<file path="config.mk">
export PLATFORM = sky130hd
export DESIGN_NAME = rob_top
export DESIGN_NICKNAME = d
export VERILOG_FILES = /design/src/logic/rob_pkg.sv /design/src/logic/rob_entry_array.sv /design/src/logic/rob_ptr_ctrl.sv /design/src/logic/rob_retire.sv /design/src/logic/rob_src_lookup.sv /design/src/logic/rob_top.sv
export SDC_FILE = /design/constraint.sdc
export NUM_CORES = 1
export LEC_CHECK = 0
export BUFFER_PORTS_ARGS = -buffer_cell sky130_fd_sc_hd__buf_2
export CORE_ASPECT_RATIO = 0.5
export CORE_MARGIN = 2
export CORE_UTILIZATION = 40
export DETAILED_ROUTE_END_ITERATION = 8
export RECOVER_POWER = 25
export SYNTH_ARGS = -nofsm -noshare
export SYNTH_HDL_FRONTEND = slang
export SYNTH_SLANG_ARGS = --single-unit
</file>
<file path="constraint.sdc">
create_clock -name clk -period 10.3 [get_ports clk]
set_input_delay 2.06 -clock clk [delete_from_list [all_inputs] [get_ports clk]]
set_output_delay 2.06 -clock clk [all_outputs]
set_load 0.005 [all_outputs]
</file>
<file path="src/logic/rob_pkg.sv">
// Re-order buffer shared definitions
// Widths and op classes used by every block of the buffer

package rob_pkg;

    // Register data value written back on the CDB and retired to the register map
    typedef logic [31:0] data_t;

    // Instruction pc or branch target address
    typedef logic [31:0] addr_t;

    // Architectural destination register index
    typedef logic [4:0] rdest_t;

    // Op class kept per entry
    // A branch redirects to its target, anything else back to its own pc
    typedef enum logic [0:0] {
        ROB_OP_INT = 1'b0,
        ROB_OP_BR  = 1'b1
    } rob_op_t;

    // Source operands looked up for each dispatched instruction
    localparam int NUM_SRC = 2;

endpackage

</file>
<file path="src/logic/rob_entry_array.sv">
// Re-order buffer entry storage
// Fills entries on allocation, takes CDB writeback and keeps the
// per-entry ready and redirect bits

`timescale 1ns/10ps

module rob_entry_array import rob_pkg::*; #(
    parameter  int OPTN_ROB_DEPTH = 8,
    parameter  int OPTN_CDB_DEPTH = 2,
    localparam int ROB_IDX_WIDTH  = $clog2(OPTN_ROB_DEPTH)
)(
    input  logic                      clk,
    input  logic                      n_rst,

    input  logic                      i_alloc_en,
    input  logic [ROB_IDX_WIDTH-1:0]  i_tail_idx,
    input  rob_op_t                   i_enq_op,
    input  addr_t                     i_enq_pc,
    input  rdest_t                    i_enq_rdest,

    input  logic                      i_cdb_en       [0:OPTN_CDB_DEPTH-1],
    input  logic                      i_cdb_redirect [0:OPTN_CDB_DEPTH-1],
    input  data_t                     i_cdb_data     [0:OPTN_CDB_DEPTH-1],
    input  addr_t                     i_cdb_addr     [0:OPTN_CDB_DEPTH-1],
    input  logic [ROB_IDX_WIDTH-1:0]  i_cdb_tag      [0:OPTN_CDB_DEPTH-1],

    input  logic                      i_retire_go,
    input  logic [ROB_IDX_WIDTH-1:0]  i_head_idx,
    input  logic                      i_redirect,

    output logic [OPTN_ROB_DEPTH-1:0] o_entry_rdy,
    output logic [OPTN_ROB_DEPTH-1:0] o_entry_redirect,
    output rob_op_t                   o_entry_op     [0:OPTN_ROB_DEPTH-1],
    output addr_t                     o_entry_pc     [0:OPTN_ROB_DEPTH-1],
    output addr_t                     o_entry_addr   [0:OPTN_ROB_DEPTH-1],
    output data_t                     o_entry_data   [0:OPTN_ROB_DEPTH-1],
    output rdest_t                    o_entry_rdest  [0:OPTN_ROB_DEPTH-1]
);

    logic [OPTN_ROB_DEPTH-1:0] enq_sel;
    logic [OPTN_ROB_DEPTH-1:0] cdb_hit;
    logic [OPTN_ROB_DEPTH-1:0] cdb_redirect_hit;
    addr_t                     addr_next [0:OPTN_ROB_DEPTH-1];
    data_t                     data_next [0:OPTN_ROB_DEPTH-1];
    logic                      cdb_in_range [0:OPTN_CDB_DEPTH-1];

    // Per entry priority mux over the CDB ports, later ports override earlier ones
    always_comb begin
        for (int e = 0; e < OPTN_ROB_DEPTH; e++) begin
            enq_sel[e]          = i_alloc_en && (i_tail_idx == ROB_IDX_WIDTH'(e));
            cdb_hit[e]          = 1'b0;
            cdb_redirect_hit[e] = 1'b0;
            addr_next[e]        = o_entry_addr[e];
            data_next[e]        = o_entry_data[e];
            for (int c = 0; c < OPTN_CDB_DEPTH; c++) begin
                if (i_cdb_en[c] && (i_cdb_tag[c] == ROB_IDX_WIDTH'(e))) begin
                    cdb_hit[e]          = 1'b1;
                    cdb_redirect_hit[e] = i_cdb_redirect[c];
                    addr_next[e]        = i_cdb_addr[c];
                    data_next[e]        = i_cdb_data[c];
                end
            end
        end
    end

    always_ff @(posedge clk) begin
        for (int e = 0; e < OPTN_ROB_DEPTH; e++) begin
            o_entry_addr[e] <= addr_next[e];
            o_entry_data[e] <= data_next[e];
            if (enq_sel[e]) begin
                o_entry_op[e]    <= i_enq_op;
                o_entry_pc[e]    <= i_enq_pc;
                o_entry_rdest[e] <= i_enq_rdest;
            end
        end
    end

    // A new entry starts pending; the head drops its ready bit as it retires
    always_ff @(posedge clk) begin
        if (!n_rst) begin
            o_entry_rdy      <= '0;
            o_entry_redirect <= '0;
        end else begin
            for (int e = 0; e < OPTN_ROB_DEPTH; e++) begin
                o_entry_rdy[e] <= ~(i_redirect | enq_sel[e]
                                    | (i_retire_go && (i_head_idx == ROB_IDX_WIDTH'(e))))
                                  & (o_entry_rdy[e] | cdb_hit[e]);
                o_entry_redirect[e] <= ~enq_sel[e] & (o_entry_redirect[e] | cdb_redirect_hit[e]);
            end
        end
    end

    // Offset from the head must fall short of the tail's offset
    always_comb begin
        for (int c = 0; c < OPTN_CDB_DEPTH; c++) begin
            cdb_in_range[c] = (i_tail_idx == i_head_idx)
                || (ROB_IDX_WIDTH'(i_cdb_tag[c] - i_head_idx)
                    < ROB_IDX_WIDTH'(i_tail_idx - i_head_idx));
        end
    end

    // Execution units only complete entries that are allocated and still pending
    for (genvar c = 0; c < OPTN_CDB_DEPTH; c++) begin : g_cdb_chk
        a_cdb_pending: assert property (@(posedge clk) disable iff (!n_rst || i_redirect)
            i_cdb_en[c] |-> (cdb_in_range[c] && !o_entry_rdy[i_cdb_tag[c]]));
    end

endmodule

</file>
<file path="src/logic/rob_ptr_ctrl.sv">
// Re-order buffer pointer control
// Head and tail pointers with a wrap bit, registered full and empty flags,
// allocation accept and pointer flush on a redirect

`timescale 1ns/10ps

module rob_ptr_ctrl #(
    parameter  int OPTN_ROB_DEPTH = 8,
    localparam int ROB_IDX_WIDTH  = $clog2(OPTN_ROB_DEPTH)
)(
    input  logic                     clk,
    input  logic                     n_rst,

    input  logic                     i_enq_en,
    input  logic                     i_retire_go,
    input  logic                     i_redirect,

    output logic                     o_alloc_en,
    output logic [ROB_IDX_WIDTH-1:0] o_head_idx,
    output logic [ROB_IDX_WIDTH-1:0] o_tail_idx,
    output logic                     o_full,
    output logic                     o_empty
);

    // The extra top bit tells a full buffer apart from an empty one
    logic [ROB_IDX_WIDTH:0] head_q;
    logic [ROB_IDX_WIDTH:0] tail_q;
    logic [ROB_IDX_WIDTH:0] head_next;
    logic [ROB_IDX_WIDTH:0] tail_next;

    assign o_alloc_en = i_enq_en & ~o_full;
    assign o_head_idx = head_q[ROB_IDX_WIDTH-1:0];
    assign o_tail_idx = tail_q[ROB_IDX_WIDTH-1:0];

    // A flush wins over a same-cycle allocation or retirement
    assign head_next = i_redirect ? '0 : (i_retire_go ? head_q + 1'b1 : head_q);
    assign tail_next = i_redirect ? '0 : (o_alloc_en ? tail_q + 1'b1 : tail_q);

    always_ff @(posedge clk) begin
        if (!n_rst) begin
            head_q <= '0;
            tail_q <= '0;
        end else begin
            head_q <= head_next;
            tail_q <= tail_next;
        end
    end

    // Flags come from the next pointers so they line up with the new state
    always_ff @(posedge clk) begin
        if (!n_rst || i_redirect) begin
            o_full  <= 1'b0;
            o_empty <= 1'b1;
        end else begin
            o_full  <= ({~tail_next[ROB_IDX_WIDTH], tail_next[ROB_IDX_WIDTH-1:0]} == head_next);
            o_empty <= (tail_next == head_next);
        end
    end

    // Occupancy never exceeds the depth, so nothing was accepted while full
    a_no_overfill: assert property (@(posedge clk) disable iff (!n_rst)
        (tail_q - head_q) <= (ROB_IDX_WIDTH+1)'(OPTN_ROB_DEPTH));

    // The retire stage never pops an empty buffer
    a_no_retire_empty: assert property (@(posedge clk) disable iff (!n_rst)
        !(i_retire_go && (head_q == tail_q)));

endmodule

</file>
<file path="src/logic/rob_retire.sv">
// Re-order buffer retirement
// Retires the ready head entry in order to the register map and
// raises the fetch redirect when that entry is flagged

`timescale 1ns/10ps

module rob_retire import rob_pkg::*; #(
    parameter  int OPTN_ROB_DEPTH = 8,
    localparam int ROB_IDX_WIDTH  = $clog2(OPTN_ROB_DEPTH)
)(
    input  logic                      clk,
    input  logic                      n_rst,

    input  logic [ROB_IDX_WIDTH-1:0]  i_head_idx,
    input  logic                      i_empty,
    input  logic [OPTN_ROB_DEPTH-1:0] i_entry_rdy,
    input  logic [OPTN_ROB_DEPTH-1:0] i_entry_redirect,
    input  rob_op_t                   i_entry_op    [0:OPTN_ROB_DEPTH-1],
    input  addr_t                     i_entry_pc    [0:OPTN_ROB_DEPTH-1],
    input  addr_t                     i_entry_addr  [0:OPTN_ROB_DEPTH-1],
    input  data_t                     i_entry_data  [0:OPTN_ROB_DEPTH-1],
    input  rdest_t                    i_entry_rdest [0:OPTN_ROB_DEPTH-1],

    output logic                      o_retire_go,
    output logic                      o_retire_en,
    output data_t                     o_retire_data,
    output rdest_t                    o_retire_rdest,
    output logic [ROB_IDX_WIDTH-1:0]  o_retire_tag,
    output logic                      o_redirect,
    output addr_t                     o_redirect_addr
);

    // Nothing retires in the flush cycle, younger entries are being discarded
    assign o_retire_go = ~i_empty & i_entry_rdy[i_head_idx] & ~o_redirect;

    always_ff @(posedge clk) begin
        if (!n_rst) begin
            o_retire_en <= 1'b0;
            o_redirect  <= 1'b0;
        end else begin
            o_retire_en <= o_retire_go;
            o_redirect  <= o_retire_go & i_entry_redirect[i_head_idx];
        end
    end

    always_ff @(posedge clk) begin
        o_retire_data  <= i_entry_data[i_head_idx];
        o_retire_rdest <= i_entry_rdest[i_head_idx];
        o_retire_tag   <= i_head_idx;
        // Mispredicted branches resume at the target, exceptions replay the pc
        o_redirect_addr <= (i_entry_op[i_head_idx] == ROB_OP_BR) ? i_entry_addr[i_head_idx]
                                                                   : i_entry_pc[i_head_idx];
    end

    // The flush empties the buffer, so a second redirect cannot follow directly
    a_redirect_pulse: assert property (@(posedge clk) disable iff (!n_rst)
        o_redirect |=> (!o_redirect && i_empty));

endmodule

</file>
<file path="src/logic/rob_src_lookup.sv">
// Re-order buffer source operand lookup
// Picks data, tag and ready for each source of the dispatched instruction
// from the register map, the entry array or a same-cycle CDB bypass

`timescale 1ns/10ps

module rob_src_lookup import rob_pkg::*; #(
    parameter  int OPTN_ROB_DEPTH = 8,
    parameter  int OPTN_CDB_DEPTH = 2,
    localparam int ROB_IDX_WIDTH  = $clog2(OPTN_ROB_DEPTH)
)(
    input  logic                      clk,
    input  logic                      i_rs_stall,

    input  data_t                     i_lookup_data     [0:NUM_SRC-1],
    input  logic [ROB_IDX_WIDTH-1:0]  i_lookup_tag      [0:NUM_SRC-1],
    input  logic                      i_lookup_rdy      [0:NUM_SRC-1],
    input  logic                      i_lookup_rdy_ovrd [0:NUM_SRC-1],

    input  logic                      i_cdb_en          [0:OPTN_CDB_DEPTH-1],
    input  data_t                     i_cdb_data        [0:OPTN_CDB_DEPTH-1],
    input  logic [ROB_IDX_WIDTH-1:0]  i_cdb_tag         [0:OPTN_CDB_DEPTH-1],

    input  logic [OPTN_ROB_DEPTH-1:0] i_entry_rdy,
    input  data_t                     i_entry_data      [0:OPTN_ROB_DEPTH-1],

    output data_t                     o_src_data        [0:NUM_SRC-1],
    output logic [ROB_IDX_WIDTH-1:0]  o_src_tag         [0:NUM_SRC-1],
    output logic                      o_src_rdy         [0:NUM_SRC-1]
);

    logic                     map_rdy  [0:NUM_SRC-1];
    data_t                    src_data [0:NUM_SRC-1];
    logic [ROB_IDX_WIDTH-1:0] src_tag  [0:NUM_SRC-1];
    logic                     src_rdy  [0:NUM_SRC-1];

    // The override marks a source the instruction does not use as ready
    always_comb begin
        for (int s = 0; s < NUM_SRC; s++) begin
            map_rdy[s]  = i_lookup_rdy[s] | i_lookup_rdy_ovrd[s];
            src_rdy[s]  = map_rdy[s] | i_entry_rdy[i_lookup_tag[s]];
            src_data[s] = i_entry_data[i_lookup_tag[s]];
            src_tag[s]  = i_lookup_tag[s];

            // A broadcast this cycle is newer than what the entry holds
            for (int c = 0; c < OPTN_CDB_DEPTH; c++) begin
                if (i_cdb_en[c] && (i_cdb_tag[c] == i_lookup_tag[s])) begin
                    src_rdy[s]  = 1'b1;
                    src_data[s] = i_cdb_data[c];
                end
            end

            if (map_rdy[s]) begin
                src_data[s] = i_lookup_data[s];
            end
        end
    end

    always_ff @(posedge clk) begin
        if (!i_rs_stall) begin
            o_src_data <= src_data;
            o_src_tag  <= src_tag;
            o_src_rdy  <= src_rdy;
        end
    end

endmodule

</file>
<file path="src/logic/rob_top.sv">
// Re-order buffer top level
// Connects pointer control, entry storage, retirement and source lookup

`timescale 1ns/10ps

module rob_top import rob_pkg::*; #(
    parameter  int OPTN_ROB_DEPTH = 8,
    parameter  int OPTN_CDB_DEPTH = 2,
    localparam int ROB_IDX_WIDTH  = $clog2(OPTN_ROB_DEPTH)
)(
    input  logic                     clk,
    input  logic                     n_rst,

    // Dispatch
    input  logic                     i_enq_en,
    input  rob_op_t                  i_enq_op,
    input  addr_t                    i_enq_pc,
    input  rdest_t                   i_enq_rdest,
    output logic [ROB_IDX_WIDTH-1:0] o_enq_tag,
    output logic                     o_rob_stall,

    // Common data bus
    input  logic                     i_cdb_en          [0:OPTN_CDB_DEPTH-1],
    input  logic                     i_cdb_redirect    [0:OPTN_CDB_DEPTH-1],
    input  data_t                    i_cdb_data        [0:OPTN_CDB_DEPTH-1],
    input  addr_t                    i_cdb_addr        [0:OPTN_CDB_DEPTH-1],
    input  logic [ROB_IDX_WIDTH-1:0] i_cdb_tag         [0:OPTN_CDB_DEPTH-1],

    // Source operands toward the reservation stations
    input  data_t                    i_lookup_data     [0:NUM_SRC-1],
    input  logic [ROB_IDX_WIDTH-1:0] i_lookup_tag      [0:NUM_SRC-1],
    input  logic                     i_lookup_rdy      [0:NUM_SRC-1],
    input  logic                     i_lookup_rdy_ovrd [0:NUM_SRC-1],
    input  logic                     i_rs_stall,
    output data_t                    o_src_data        [0:NUM_SRC-1],
    output logic [ROB_IDX_WIDTH-1:0] o_src_tag         [0:NUM_SRC-1],
    output logic                     o_src_rdy         [0:NUM_SRC-1],

    // Register map update and fetch redirect
    output logic                     o_retire_en,
    output data_t                    o_retire_data,
    output rdest_t                   o_retire_rdest,
    output logic [ROB_IDX_WIDTH-1:0] o_retire_tag,
    output logic                     o_redirect,
    output addr_t                    o_redirect_addr
);

    logic [ROB_IDX_WIDTH-1:0]  head_idx;
    logic [ROB_IDX_WIDTH-1:0]  tail_idx;
    logic                      empty;
    logic                      alloc_en;
    logic                      retire_go;
    logic [OPTN_ROB_DEPTH-1:0] entry_rdy;
    logic [OPTN_ROB_DEPTH-1:0] entry_redirect;
    rob_op_t                   entry_op    [0:OPTN_ROB_DEPTH-1];
    addr_t                     entry_pc    [0:OPTN_ROB_DEPTH-1];
    addr_t                     entry_addr  [0:OPTN_ROB_DEPTH-1];
    data_t                     entry_data  [0:OPTN_ROB_DEPTH-1];
    rdest_t                    entry_rdest [0:OPTN_ROB_DEPTH-1];

    // The rename tag is the slot the next allocation lands in
    assign o_enq_tag = tail_idx;

    rob_ptr_ctrl #(
        .OPTN_ROB_DEPTH (OPTN_ROB_DEPTH)
    ) rob_ptr_ctrl_inst (
        .clk         (clk),
        .n_rst       (n_rst),
        .i_enq_en    (i_enq_en),
        .i_retire_go (retire_go),
        .i_redirect  (o_redirect),
        .o_alloc_en  (alloc_en),
        .o_head_idx  (head_idx),
        .o_tail_idx  (tail_idx),
        .o_full      (o_rob_stall),
        .o_empty     (empty)
    );

    rob_entry_array #(
        .OPTN_ROB_DEPTH (OPTN_ROB_DEPTH),
        .OPTN_CDB_DEPTH (OPTN_CDB_DEPTH)
    ) rob_entry_array_inst (
        .clk              (clk),
        .n_rst            (n_rst),
        .i_alloc_en       (alloc_en),
        .i_tail_idx       (tail_idx),
        .i_enq_op         (i_enq_op),
        .i_enq_pc         (i_enq_pc),
        .i_enq_rdest      (i_enq_rdest),
        .i_cdb_en         (i_cdb_en),
        .i_cdb_redirect   (i_cdb_redirect),
        .i_cdb_data       (i_cdb_data),
        .i_cdb_addr       (i_cdb_addr),
        .i_cdb_tag        (i_cdb_tag),
        .i_retire_go      (retire_go),
        .i_head_idx       (head_idx),
        .i_redirect       (o_redirect),
        .o_entry_rdy      (entry_rdy),
        .o_entry_redirect (entry_redirect),
        .o_entry_op       (entry_op),
        .o_entry_pc       (entry_pc),
        .o_entry_addr     (entry_addr),
        .o_entry_data     (entry_data),
        .o_entry_rdest    (entry_rdest)
    );

    rob_retire #(
        .OPTN_ROB_DEPTH (OPTN_ROB_DEPTH)
    ) rob_retire_inst (
        .clk              (clk),
        .n_rst            (n_rst),
        .i_head_idx       (head_idx),
        .i_empty          (empty),
        .i_entry_rdy      (entry_rdy),
        .i_entry_redirect (entry_redirect),
        .i_entry_op       (entry_op),
        .i_entry_pc       (entry_pc),
        .i_entry_addr     (entry_addr),
        .i_entry_data     (entry_data),
        .i_entry_rdest    (entry_rdest),
        .o_retire_go      (retire_go),
        .o_retire_en      (o_retire_en),
        .o_retire_data    (o_retire_data),
        .o_retire_rdest   (o_retire_rdest),
        .o_retire_tag     (o_retire_tag),
        .o_redirect       (o_redirect),
        .o_redirect_addr  (o_redirect_addr)
    );

    rob_src_lookup #(
        .OPTN_ROB_DEPTH (OPTN_ROB_DEPTH),
        .OPTN_CDB_DEPTH (OPTN_CDB_DEPTH)
    ) rob_src_lookup_inst (
        .clk               (clk),
        .i_rs_stall        (i_rs_stall),
        .i_lookup_data     (i_lookup_data),
        .i_lookup_tag      (i_lookup_tag),
        .i_lookup_rdy      (i_lookup_rdy),
        .i_lookup_rdy_ovrd (i_lookup_rdy_ovrd),
        .i_cdb_en          (i_cdb_en),
        .i_cdb_data        (i_cdb_data),
        .i_cdb_tag         (i_cdb_tag),
        .i_entry_rdy       (entry_rdy),
        .i_entry_data      (entry_data),
        .o_src_data        (o_src_data),
        .o_src_tag         (o_src_tag),
        .o_src_rdy         (o_src_rdy)
    );

endmodule

</file>
==> metrics.yaml <==
status: "finished with violations"
violations: "max-capacitance violations, max-slew violations"
cts_resized: 0
tns_ns: 0
ys_ff_latch: 988
setup_viol: 0
critical_path_required_ns: 10.87
max_freq_mhz: 146
critPathMostFrequentCell: "mux4_2"
crit_arrival_ns: 7.42
rsz0062_at_grt: "no"
tightestPinTransition_ns: 4.38
synth.area.top_cells: "edfxtp_1 55%, mux4_2 17%, nand2_1 8.0%, mux2_2 6.0%, dfxtp_1 4.2%"
fin_skew_ns: 0.0501
min_from: "rob_entry_array_inst.o_entry_redirect[3]$_SDFF_PN0_"
syn_area_mm2: 0.0482
fp-row-count: 89
synth.top_cell.area_share_pct: 55.4
powerDensity_mw_per_mm2: 173
synth_edf_count: 888
drcViolationCount: 0
coreArea_mm2: 0.119
gp_congestion: 0.810
drt-total-wl_mm: 148
ctsLongestPathBuffers: 3
clkLatencyLatePin_ns: 0.72
slowest_stage: "clkbuf_1"
power_leakage_nw: 19.2
yosysSeqAreaShare_pct: 59.5
antenna_left: 0
postSynth.asyncResetShare_pct: 0
syn2layout_area_growth_pct: 13.5
cp_max_fo: 52
min_period_ns: 6.86
synth_cell_type_count: 49
die_x_um: 495
vias: 30700
slew_headroom_pct: -192
die_y_um: 249
nets: 3911
hold_buffers: 0
dpl.hpwl_mm: 86.9
start_kind: "register"
rr_worst_depth: 5
crit_buf_inv: 2
final-instance-count-excl-fill: 5335
dr.pass1.iters: 6
netlist_instances: 3389
min_path_cells: 2
htreeDepth: 3
clock-root-buffer: "clkbuf_16"
hold_class: "register to register"
grt_max_degree: 67
synthFlopType: "edfxtp_1"
antenna_found_initial: 33
initial_core_util_pct: 40.6
cap_violations: 18
r2r_end: "rob_retire_inst.o_redirect_addr[19]$_DFF_P_"
clock-sinks: 988
grt.total_usage_pct: 23.7
ir_drop_mv: 0.131
ioPinCount: 404
path_class: "register to register"
numCtsBuffers: 93
placed_cells: 5142
syn_avg_cell_area_um2: 14.2
cts_setup_buffers: 0
via_per_inst: 5.76
die_area_mm2: 0.123
grt_pass1_vias: 31700
final_hold_viol_count: 0
endpoint_kind: "register"
wl_per_cell_um: 27.7
finalPower_mw: 9.43
layout_worst_path_cycle_share_pct: 66.6
drive_above_1_share_pct: 32.6
r2r_slack_ns: 3.44
grt-ovfl-total: 0
synth_warnings: 0
finalMaxSlewViolations: 624
whs_endpoint: "rob_entry_array_inst.o_entry_redirect[3]$_SDFF_PN0_"
syn_nets: 3655
clk_pin_slew_ns: 0.07
final_core_util_pct: 46.0
grt_pass1_wl_mm: 215
path_cells: "clkbuf_1 -> mux4_2 -> mux2i_4 -> buf_4 -> mux4_2"
cts_tree: "built"
cp_top_family: "buffers and inverters"
drt-initial-drc-count: 2888
cpPeakStageDelay_ns: 2.50
port_buffers: 403
yosysTopAreaCell: "edfxtp_1"
reg2reg_from: "rob_ptr_ctrl_inst.head_q[1]$_SDFF_PN0_"
fill_cells: 10500
-- kinds of logic after synthesis --
group	synth area share [%]
AO/OA/AOI/OAI	2.55
XOR/XNOR	0.327
adder cells (fa/ha/maj)	0.312
buffers and inverters	3.01
flip-flops	59.5
multiplexers	24.9
AND/OR/NAND/NOR	9.40
-- flip-flops by register name (all words and copies together) (netlist names) --
register / cells
rob_entry_array_inst.o_entry_pc: 256
rob_ptr_ctrl_inst.o_full: 1
rob_ptr_ctrl_inst.head_q: 4
rob_retire_inst.o_retire_tag: 3
rob_retire_inst.o_retire_rdest: 5
rob_src_lookup_inst.o_src_rdy: 2
rob_retire_inst.o_retire_en: 1
rob_ptr_ctrl_inst.tail_q: 4
rob_src_lookup_inst.o_src_tag: 6
rob_ptr_ctrl_inst.o_empty: 1
rob_retire_inst.o_retire_data: 32
rob_src_lookup_inst.o_src_data: 64
rob_retire_inst.o_redirect_addr: 32
rob_entry_array_inst.o_entry_op: 8
rob_entry_array_inst.o_entry_data: 256
rob_entry_array_inst.o_entry_addr: 256
rob_entry_array_inst.o_entry_rdy: 8
rob_entry_array_inst.o_entry_rdest: 40
rob_entry_array_inst.o_entry_redirect: 8
rob_retire_inst.o_redirect: 1
-- routing by layer --
| layer | track usage, % | vias to the layer above | share of wire [%] | routed length (µm) |
|---|---|---|---|---|
| li1 | - | 13300 | - | - |
| met1 | 30.2 | 15900 | 39 | 58000 |
| met2 | 39.8 | 1268 | 50 | 73800 |
| met3 | 4.61 | 299 | 7.2 | 10700 |
| met4 | 9.55 | 12 | 3.5 | 5240 |
| met5 | 0 | - | 0.047 | 69 |
-- per-stage QoR --
step / worst slack, ns / hold WS [ns] / cell area (µm²)
after floorplan: 2.71 / 0.383 / 48200
after global placement: 5.14 / 0.498 / 51400
after detailed placement: 5.10 / 0.521 / 51400
after CTS: 5.82 / 0.529 / 54700
after global routing: 3.09 / 0.554 / 54700
final: 3.44 / 0.530 / 54700
-- worst max-delay path by stage --
stage,from,end,cells after the start
2_1_floorplan,i_cdb_tag[4],rob_entry_array_inst.o_entry_addr[128]$_DFFE_PP_,3
3_5_place_dp,i_cdb_tag[1],rob_entry_array_inst.o_entry_data[19]$_DFFE_PP_,5
4_1_cts,i_cdb_tag[1],rob_entry_array_inst.o_entry_data[24]$_DFFE_PP_,5
6_report,rob_ptr_ctrl_inst.head_q[1]$_SDFF_PN0_,rob_retire_inst.o_redirect_addr[19]$_DFF_P_,5
5_1_grt,i_lookup_tag[3],rob_src_lookup_inst.o_src_data[56]$_DFFE_PN_,8
3_3_place_gp,i_cdb_tag[2],rob_entry_array_inst.o_entry_addr[199]$_DFFE_PP_,5
-- layout by cell type (no fill, tap or decap), types with 11 or more instances in the layout --
cell type | netlist | layout
nand2_1 | 1025 | 1025
diode_2 | 0 | 18
xnor2_1 | 16 | 16
o211ai_1 | 71 | 71
clkbuf_1 | 143 | 79
buf_4 | 15 | 50
clkinv_1 | 1 | 11
edfxtp_1 | 888 | 888
a31oi_1 | 67 | 67
bufinv_16 | 0 | 13
clkbuf_8 | 0 | 15
buf_2 | 78 | 358
clkinv_2 | 0 | 14
nor2_1 | 83 | 79
mux2i_1 | 72 | 72
mux4_2 | 370 | 370
mux2_2 | 257 | 256
ha_1 | 12 | 12
a21oi_1 | 18 | 18
dfxtp_1 | 100 | 98
clkbuf_16 | 0 | 95
-- layout make-up --
type                            count  area [µm²]  share of cell area [%]
Antenna cell                       18        45.0                  0.0824
Tap cell                         1592        1990                    3.64
Inverter                           20        76.3                   0.140
Clock buffer                      132        2670                    4.88
Clock inverter                     43         649                    1.19
Multi-Input combinational cell   2077       18200                    33.2
Sequential cell                   988       28700                    52.5
Timing Repair Buffer              465        2380                    4.36
-- cells in the mapped netlist, types with 6 or more instances --
cell and n:
a21oi_1 18, a31oi_1 67, buf_1 60, buf_2 78
buf_4 15, clkbuf_1 143, dfxtp_1 100, edfxtp_1 888
ha_1 12, inv_1 17, mux2_2 257, mux2i_1 72
mux4_2 370, nand2_1 1025, nand2b_1 9, nand3_1 6
nand4_1 9, nor2_1 83, nor2b_1 10, o211ai_1 71
o21ai_0 9, xnor2_1 16
-- worst register-to-register path, delay by kind of cell, from the launching register on --
kind                   cells  cell delay (ns)
muxes                      3             1.21
DFF                        1             2.39
buffers and inverters      2             3.11
-- where the power goes --
part           internal, mW  switching, mW  leakage, nW  total, mW
clock                  2.15           1.60         1.61       3.75
combinational         0.424          0.557         8.64      0.981
sequential             4.61         0.0897         8.98       4.70
No activity file was read; power rests on OpenSTA's default activity.
